--- src/epb_opb_defines.svh ---
`ifndef EPB_OPB_DEFINES_SVH
`define EPB_OPB_DEFINES_SVH

// opb data and address width
`define EPB_OPB_DATA_W 32

// number of register slaves behind the bridge
`define EPB_OPB_NUM_SLAVES 4

// 32-bit registers in each slave
`define EPB_OPB_SLAVE_WORDS 8

// lowest byte-address bit of the slave index field
`define EPB_OPB_SLAVE_IDX_LSB 5

`endif

--- src/epb_opb_pkg.sv ---
`include "epb_opb_defines.svh"

package epb_opb_pkg;

  // request from the master, all zero while select is low
  typedef struct packed {
    logic                       select;
    logic                       rnw;   // read when high
    logic [3:0]                 be;    // bit 3 is the msb byte
    logic [`EPB_OPB_DATA_W-1:0] abus;  // byte address
    logic [`EPB_OPB_DATA_W-1:0] dbus;  // write data
  } opb_req_t;

  // reply from a slave or the merger
  typedef struct packed {
    logic                       xfer_ack;
    logic                       err_ack;
    logic [`EPB_OPB_DATA_W-1:0] dbus;  // zero unless a read is acked
  } opb_rsp_t;

  // host pins as captured on each clock edge
  typedef struct packed {
    logic        cs_n;
    logic        oe_n;
    logic        r_w_n;
    logic [1:0]  be_n;
    logic [22:0] addr;     // halfword address
    logic [5:0]  addr_gp;  // address extension
    logic [15:0] data;
  } epb_sample_t;

endpackage

--- src/epb_opb_bridge.sv ---
module epb_opb_bridge (
  input  logic                   OPB_Clk,
  input  logic                   arst_n,
  input  logic                   epb_cs_n,
  input  logic                   epb_oe_n,
  input  logic                   epb_r_w_n,
  input  logic [1:0]             epb_be_n,
  input  logic [22:0]            epb_addr,
  input  logic [5:0]             epb_addr_gp,
  input  logic [15:0]            epb_data_i,
  output logic [15:0]            epb_data_o,
  output logic                   epb_data_oe_n,
  output logic                   epb_rdy,
  output epb_opb_pkg::opb_req_t  opb_req,
  input  epb_opb_pkg::opb_rsp_t  opb_rsp
);
  import epb_opb_pkg::*;

  typedef enum logic {
    ST_IDLE,
    ST_WAIT
  } state_t;

  epb_sample_t smp;      // registered host pins
  logic        prev_cs_n;
  state_t      state;
  logic        select_q;
  logic        start;
  logic        in_access;
  logic        reply;
  logic        rdy_int;
  logic [1:0]  lane_be;
  logic [15:0] rd_half;

  // every pin is captured on every edge
  always_ff @(posedge OPB_Clk or negedge arst_n) begin
    if (!arst_n) begin
      smp.cs_n    <= 1'b1;
      smp.oe_n    <= 1'b1;
      smp.r_w_n   <= 1'b1;
      smp.be_n    <= 2'b11;
      smp.addr    <= '0;
      smp.addr_gp <= '0;
      smp.data    <= '0;
      prev_cs_n   <= 1'b1;
    end else begin
      smp.cs_n    <= epb_cs_n;
      smp.oe_n    <= epb_oe_n;
      smp.r_w_n   <= epb_r_w_n;
      smp.be_n    <= epb_be_n;
      smp.addr    <= epb_addr;
      smp.addr_gp <= epb_addr_gp;
      smp.data    <= epb_data_i;
      prev_cs_n   <= smp.cs_n;
    end
  end

  assign in_access = ~smp.cs_n;
  assign start     = prev_cs_n & ~smp.cs_n;  // falling edge of sampled cs_n
  assign reply     = opb_rsp.xfer_ack | opb_rsp.err_ack;

  // bridge drives the data pins only for a selected read with oe_n low
  assign epb_data_oe_n = smp.cs_n | ~smp.r_w_n | smp.oe_n;

  // reads take both bytes of the lane
  assign lane_be = smp.r_w_n ? 2'b11 : ~smp.be_n;

  always_comb begin
    opb_req = '0;
    if (select_q || (state == ST_IDLE && start)) begin
      opb_req.select = 1'b1;  // cut through on the start cycle
      opb_req.rnw    = smp.r_w_n;
      opb_req.abus   = {5'b0, smp.addr_gp[2:0], smp.addr[22:1], 2'b0};
      if (smp.addr[0]) begin  // low halfword
        opb_req.be   = {2'b00, lane_be};
        opb_req.dbus = smp.r_w_n ? '0 : {16'b0, smp.data};
      end else begin
        opb_req.be   = {lane_be, 2'b00};
        opb_req.dbus = smp.r_w_n ? '0 : {smp.data, 16'b0};
      end
    end
  end

  always_ff @(posedge OPB_Clk or negedge arst_n) begin
    if (!arst_n) begin
      state    <= ST_IDLE;
      select_q <= 1'b0;
    end else begin
      case (state)
        ST_IDLE: begin
          if (start) begin
            select_q <= 1'b1;
            state    <= ST_WAIT;
          end
        end
        ST_WAIT: begin
          if (!in_access || reply) begin  // host gave up, or slave answered
            select_q <= 1'b0;
            state    <= ST_IDLE;
          end
        end
        default: begin
          select_q <= 1'b0;
          state    <= ST_IDLE;
        end
      endcase
    end
  end

  // a reply after the host released cs_n is dropped
  assign rdy_int = (state == ST_WAIT) & reply & in_access;
  assign rd_half = smp.addr[0] ? opb_rsp.dbus[15:0] : opb_rsp.dbus[31:16];

  always_ff @(posedge OPB_Clk or negedge arst_n) begin
    if (!arst_n) begin
      epb_rdy    <= 1'b0;
      epb_data_o <= '0;
    end else begin
      epb_rdy <= rdy_int;
      if (rdy_int) begin
        epb_data_o <= rd_half;  // held until the next ready
      end
    end
  end

endmodule

--- src/opb_addr_decode.sv ---
`include "epb_opb_defines.svh"

module opb_addr_decode (
  input  epb_opb_pkg::opb_req_t opb_req,
  output epb_opb_pkg::opb_req_t slv_req [`EPB_OPB_NUM_SLAVES],
  output logic                  unmapped
);
  localparam int unsigned IDX_W  = $clog2(`EPB_OPB_NUM_SLAVES);
  localparam int unsigned HI_LSB = `EPB_OPB_SLAVE_IDX_LSB + IDX_W;

  logic [IDX_W-1:0] slv_idx;
  logic             in_map;

  assign slv_idx = opb_req.abus[HI_LSB-1:`EPB_OPB_SLAVE_IDX_LSB];

  // anything above the slave index field lies outside the map
  assign in_map   = (opb_req.abus[`EPB_OPB_DATA_W-1:HI_LSB] == '0);
  assign unmapped = opb_req.select & ~in_map;

  // only the matching slave sees the request, others get all zero
  always_comb begin
    for (int i = 0; i < `EPB_OPB_NUM_SLAVES; i++) begin
      if (in_map && slv_idx == IDX_W'(i)) begin
        slv_req[i] = opb_req;
      end else begin
        slv_req[i] = '0;
      end
    end
  end

endmodule

--- src/opb_reg_slave.sv ---
`include "epb_opb_defines.svh"

module opb_reg_slave (
  input  logic                  OPB_Clk,
  input  logic                  arst_n,
  input  epb_opb_pkg::opb_req_t req,
  output epb_opb_pkg::opb_rsp_t rsp
);
  localparam int unsigned IDX_W   = $clog2(`EPB_OPB_SLAVE_WORDS);
  localparam int unsigned N_BYTES = `EPB_OPB_DATA_W / 8;

  logic [`EPB_OPB_DATA_W-1:0] regs [`EPB_OPB_SLAVE_WORDS];
  logic [`EPB_OPB_DATA_W-1:0] rdata_q;
  logic [IDX_W-1:0]           idx;
  logic                       access;
  logic                       ack_q;
  logic                       rd_q;

  assign idx    = req.abus[IDX_W+1:2];  // word index
  assign access = req.select & ~ack_q;  // no second ack for the same access

  always_ff @(posedge OPB_Clk or negedge arst_n) begin
    if (!arst_n) begin
      ack_q <= 1'b0;
      rd_q  <= 1'b0;
      for (int w = 0; w < `EPB_OPB_SLAVE_WORDS; w++) begin
        regs[w] <= '0;
      end
    end else begin
      ack_q <= access;
      rd_q  <= access & req.rnw;
      if (access && !req.rnw) begin
        for (int b = 0; b < N_BYTES; b++) begin
          if (req.be[b]) begin
            regs[idx][8*b +: 8] <= req.dbus[8*b +: 8];
          end
        end
      end
    end
  end

  // read data captured with the select, shown only in the ack cycle
  always_ff @(posedge OPB_Clk) begin
    if (access && req.rnw) begin
      rdata_q <= regs[idx];
    end
  end

  assign rsp.xfer_ack = ack_q;
  assign rsp.err_ack  = 1'b0;  // every word is backed
  assign rsp.dbus     = rd_q ? rdata_q : '0;

endmodule

--- src/opb_reply_merge.sv ---
`include "epb_opb_defines.svh"

module opb_reply_merge (
  input  logic                  OPB_Clk,
  input  logic                  arst_n,
  input  epb_opb_pkg::opb_rsp_t slv_rsp [`EPB_OPB_NUM_SLAVES],
  input  logic                  unmapped,
  output epb_opb_pkg::opb_rsp_t rsp
);
  import epb_opb_pkg::*;

  opb_rsp_t slv_or;
  logic     err_q;

  // idle slaves drive zeros, so a plain or is enough
  always_comb begin
    slv_or = '0;
    for (int i = 0; i < `EPB_OPB_NUM_SLAVES; i++) begin
      slv_or = slv_or | slv_rsp[i];
    end
  end

  // one err_ack a cycle after select, not repeated while select stays up
  always_ff @(posedge OPB_Clk or negedge arst_n) begin
    if (!arst_n) begin
      err_q <= 1'b0;
    end else begin
      err_q <= unmapped & ~err_q;
    end
  end

  assign rsp.xfer_ack = slv_or.xfer_ack;
  assign rsp.err_ack  = slv_or.err_ack | err_q;
  assign rsp.dbus     = slv_or.dbus;  // error replies carry zero data

endmodule

--- src/epb_opb_sys.sv ---
`include "epb_opb_defines.svh"

module epb_opb_sys (
  input  logic        OPB_Clk,
  input  logic        arst_n,
  input  logic        epb_cs_n,
  input  logic        epb_oe_n,
  input  logic        epb_r_w_n,
  input  logic [1:0]  epb_be_n,
  input  logic [22:0] epb_addr,
  input  logic [5:0]  epb_addr_gp,
  input  logic [15:0] epb_data_i,
  output logic [15:0] epb_data_o,
  output logic        epb_data_oe_n,
  output logic        epb_rdy
);
  import epb_opb_pkg::*;

  opb_req_t opb_req;
  opb_rsp_t opb_rsp;
  opb_req_t slv_req [`EPB_OPB_NUM_SLAVES];
  opb_rsp_t slv_rsp [`EPB_OPB_NUM_SLAVES];
  logic     unmapped;

  epb_opb_bridge u_bridge (
    .OPB_Clk       (OPB_Clk),
    .arst_n        (arst_n),
    .epb_cs_n      (epb_cs_n),
    .epb_oe_n      (epb_oe_n),
    .epb_r_w_n     (epb_r_w_n),
    .epb_be_n      (epb_be_n),
    .epb_addr      (epb_addr),
    .epb_addr_gp   (epb_addr_gp),
    .epb_data_i    (epb_data_i),
    .epb_data_o    (epb_data_o),
    .epb_data_oe_n (epb_data_oe_n),
    .epb_rdy       (epb_rdy),
    .opb_req       (opb_req),
    .opb_rsp       (opb_rsp)
  );

  opb_addr_decode u_decode (
    .opb_req  (opb_req),
    .slv_req  (slv_req),
    .unmapped (unmapped)
  );

  for (genvar i = 0; i < `EPB_OPB_NUM_SLAVES; i++) begin : g_slave
    opb_reg_slave u_slave (
      .OPB_Clk (OPB_Clk),
      .arst_n  (arst_n),
      .req     (slv_req[i]),
      .rsp     (slv_rsp[i])
    );
  end

  opb_reply_merge u_merge (
    .OPB_Clk  (OPB_Clk),
    .arst_n   (arst_n),
    .slv_rsp  (slv_rsp),
    .unmapped (unmapped),
    .rsp      (opb_rsp)
  );

endmodule

--- config.mk ---
export PLATFORM = sky130hd
export DESIGN_NAME = epb_opb_sys
export DESIGN_NICKNAME = d
export VERILOG_FILES = /design/src/epb_opb_pkg.sv /design/src/epb_opb_bridge.sv /design/src/opb_addr_decode.sv /design/src/opb_reg_slave.sv /design/src/opb_reply_merge.sv /design/src/epb_opb_sys.sv
export VERILOG_INCLUDE_DIRS = /design/src
export SDC_FILE = /design/constraint.sdc
export NUM_CORES = 2
export LEC_CHECK = 0
export BUFFER_PORTS_ARGS = -buffer_cell sky130_fd_sc_hd__buf_2
export CAP_MARGIN = 25
export CELL_PAD_IN_SITES_DETAIL_PLACEMENT = 1
export CELL_PAD_IN_SITES_GLOBAL_PLACEMENT = 1
export CORE_MARGIN = 2
export CORE_UTILIZATION = 52
export CTS_BUF_LIST = sky130_fd_sc_hd__clkbuf_2
export CTS_CLUSTER_DIAMETER = 60
export DETAILED_ROUTE_END_ITERATION = 10
export GPL_TIMING_DRIVEN = 0
export PLACE_DENSITY = 0.92
export SLEW_MARGIN = 10
export SYNTH_ARGS = -nofsm -noshare
export SYNTH_HDL_FRONTEND = slang
export SYNTH_SLANG_ARGS = --single-unit
--- constraint.sdc ---
create_clock -name OPB_Clk -period 5.75 [get_ports OPB_Clk]
set_input_delay 1.725 -clock OPB_Clk [delete_from_list [all_inputs] [get_ports OPB_Clk]]
set_output_delay 1.725 -clock OPB_Clk [all_outputs]
set_load 0.02 [all_outputs]
==> results.json <==
{
  "crit_fanout": 10,
  "ys_ff_latch": 1228,
  "fin_area_um2": 59600,
  "rsz0062_at_grt": "no",
  "powerDensity_nw_per_um2": 282,
  "maxUsedRoutingLayer": "met5",
  "arrival_ps": 7380,
  "fp.dieW_um": 325,
  "clk_pin_slew_worst_paths_ps": 100,
  "peakVddDrop_mv": 0.208,
  "synth_common_cells": "o21ai_0 (1165), dfrtp_1 (1094), nand2_1 (998)",
  "leakage_nw": 24.6,
  "start_util": 0.526,
  "tritoncts": "yes",
  "ys_warn_count": 0,
  "place_area_um2": 56300,
  "drc": 0,
  "synth_edf_count": 128,
  "grt_pass1_wl_mm": 391,
  "maxCapViolCount": 0,
  "relSlewSlack": 0.112,
  "drv_slew": 0,
  "wl_per_cell_um": 38.5,
  "postCtsSetupRepairBufs": 0,
  "period_minus_slack_ps": 6030,
  "io_pins": 70,
  "outcome": "complete, but fails checks",
  "ys_top_cells_by_area": "dfrtp_1 (51%), o21ai_0 (11%), edfxtp_1 (7.2%), nand2_1 (7.0%), clkbuf_1 (2.4%)",
  "wl_met3_mm": 43.7,
  "synth.avg_cell_area_um2": 10.1,
  "hpwl_mm": 203,
  "antenna_found_initial": 29,
  "ys.flop_type": "dfrtp_1",
  "post-route-period-util": 1.05,
  "finalNetCount": 5839,
  "ys_seq_area_frac": 0.585,
  "cts_buffers": 331,
  "routabilityCongestion": 1.08,
  "clk_latency_ps": 1790,
  "crit_path_end_kind": "flip-flop",
  "violations": "negative setup slack",
  "cts-root-buf": "clkbuf_2",
  "finalSetupViolations": 4,
  "wl_mm": 285,
  "synth_area_um2": 53700,
  "power.total_mw": 16.8,
  "syn_nets": 5361,
  "hold_path_class": "primary input to flip-flop",
  "die_h_um": 325,
  "clockBufferDepth": 4,
  "fin_worst_skew_ps": 198,
  "overflow": 0,
  "yosysMostFrequentCell": "o21ai_0",
  "die_area_um2": 106000,
  "grt_usage": 0.529,
  "core_area_um2": 102000,
  "postRouteAntennaNets": 0,
  "wl_met2_mm": 114,
  "critPathKind": "flip-flop to flip-flop",
  "synth_top_cell_by_area": "dfrtp_1",
  "num_rows": 117,
  "htree_levels": 5,
  "startpoint_type": "flip-flop",
  "drtIter0Drc": 9238,
  "area_delta_synth_final_pct": 11.1,
  "worst_pin_slew_ps": 1330,
  "clock_sinks": 1228,
  "max_freq_ghz": 0.166,
  "routedLengthMet1_mm": 98.5,
  "layout-drive-gt1-share": 0.156,
  "port_buffers": 66,
  "via_per_inst": 7.20,
  "cp.required_ps": 7100,
  "final-hold-violation-count": 0,
  "first_pass_iters": 10,
  "yosysUniqueCellTypes": 79,
  "syn_inst": 5309,
  "grt_pass1_vias": 53045,
  "synth_async_sr_flop_share": 0.896,
  "grt_max_degree": 154,
  "vias": 53282,
  "fin_ws_ps": -280,
  "cts_resized": 0,
  "yosys.area.top_type_share": 0.510
}
-- where the power goes --
group          internal [mW]  switching, mW  total (mW)
logic                  0.232           1.43        1.66
registers               8.77         0.0326        8.80
clock network           2.46           3.89        6.36
total                   11.5           5.36        16.8
-- final timing paths --
kind	startpoint	endpoint	slack, ps	cells past startpoint
worst max-delay path	u_bridge.smp[23]	g_slave[3].u_slave.rdata_q[2]	-280	8
worst min-delay path	epb_r_w_n	u_bridge.smp[47]	40	1
worst max register to register	u_bridge.smp[23]	g_slave[3].u_slave.rdata_q[2]	-280	8
worst min register to register	u_merge.err_q	u_merge.err_q	460	1
max in group asynchronous	arst_n	g_slave[0].u_slave.regs[239]	2190	6
min in group asynchronous	arst_n	g_slave[1].u_slave.regs[76]	570	2
-- per-layer routing --
layer	vias to the layer above	global-route usage
li1	20428	-
met1	26667	0.642
met2	4742	0.715
met3	1435	0.252
met4	10	0.423
met5	-	0.00362
-- kinds of logic (layout without fill, tap and decap cells) --
| kind of cell | after synthesis | after routing | share of synthesized area |
|---|---|---|---|
| AOI/OAI and AO/OA | 1913 | 1913 | 0.213 |
| and+or+nand+nor | 1478 | 1478 | 0.128 |
| DFF | 1228 | 1228 | 0.585 |
| buffers and inverters | 506 | 1197 | 0.0383 |
| muxes | 184 | 184 | 0.0366 |
| other | 0 | 32 | 0 |
-- cell type report --
| type | count | area, um2 |
|---|---|---|
| multi-input cells | 3575 | 20300 |
| clock inverters | 52 | 333 |
| repair buffers | 145 | 1300 |
| fillers | 11631 | 42400 |
| inverters | 64 | 240 |
| diodes | 32 | 80.1 |
| plain buffers | 442 | 1830 |
| well taps | 1368 | 1710 |
| flip-flops and latches | 1228 | 31400 |
| clock buffers | 494 | 2470 |
-- stage by stage --
step                      hold slack (ps)   util  setup slack (ps)  cells  setup TNS (ps)
after floorplan                       388      -               957   5309               0
after global placement                435  0.546            -21210   6743               -
after detailed placement              443  0.552               558   6786               0
after CTS                            18.5  0.580               517   7333               0
after global routing                 54.0  0.584              63.8   7374               0
final                                35.2  0.584              -280   7400            -760
-- worst max-delay path: stages (launching register included) --
cell and delay (ps):
dfrtp_1 520, buf_2 320, buf_2 340, nand2_1 480, nand2_1 910, clkbuf_1 1050, nand3_1 770, a2bb2oi_1 370
o21ai_0 900
-- flip-flops by register name, indices dropped and copies added (netlist names) --
register,flops
g_slave.u_slave.ack_q,4
u_bridge.select_q,1
u_bridge.smp,47
u_bridge.epb_data_o,16
g_slave.u_slave.regs,1024
u_bridge.prev_cs_n,1
u_bridge.state,1
g_slave.u_slave.rdata_q,128
g_slave.u_slave.rd_q,4
u_merge.err_q,1
u_bridge.epb_rdy,1
-- timing repair --
item / in CTS / in global routing
endpoints found under the setup margin: 0 / 0
hold endpoints to repair: 29 / 0
hold buffers: 1 / 0
-- placed cells by master (no fill, tap or decap), types with 40 or more instances in the layout --
master,instances
edfxtp_1,128
clkinv_1,40
o21ai_1,82
a222oi_1,53
clkbuf_2,500
a21oi_1,122
a22oi_1,146
clkbuf_1,334
a31oi_1,44
o21ai_0,1165
nor2_1,47
nand4_1,118
nand3_1,77
nor3_1,51
mux2_2,96
dfrtp_1,1094
buf_2,137
a221oi_1,57
inv_1,64
nand2_1,998
mux2i_1,88
Note: power is estimated with default switching activity, not from simulation.
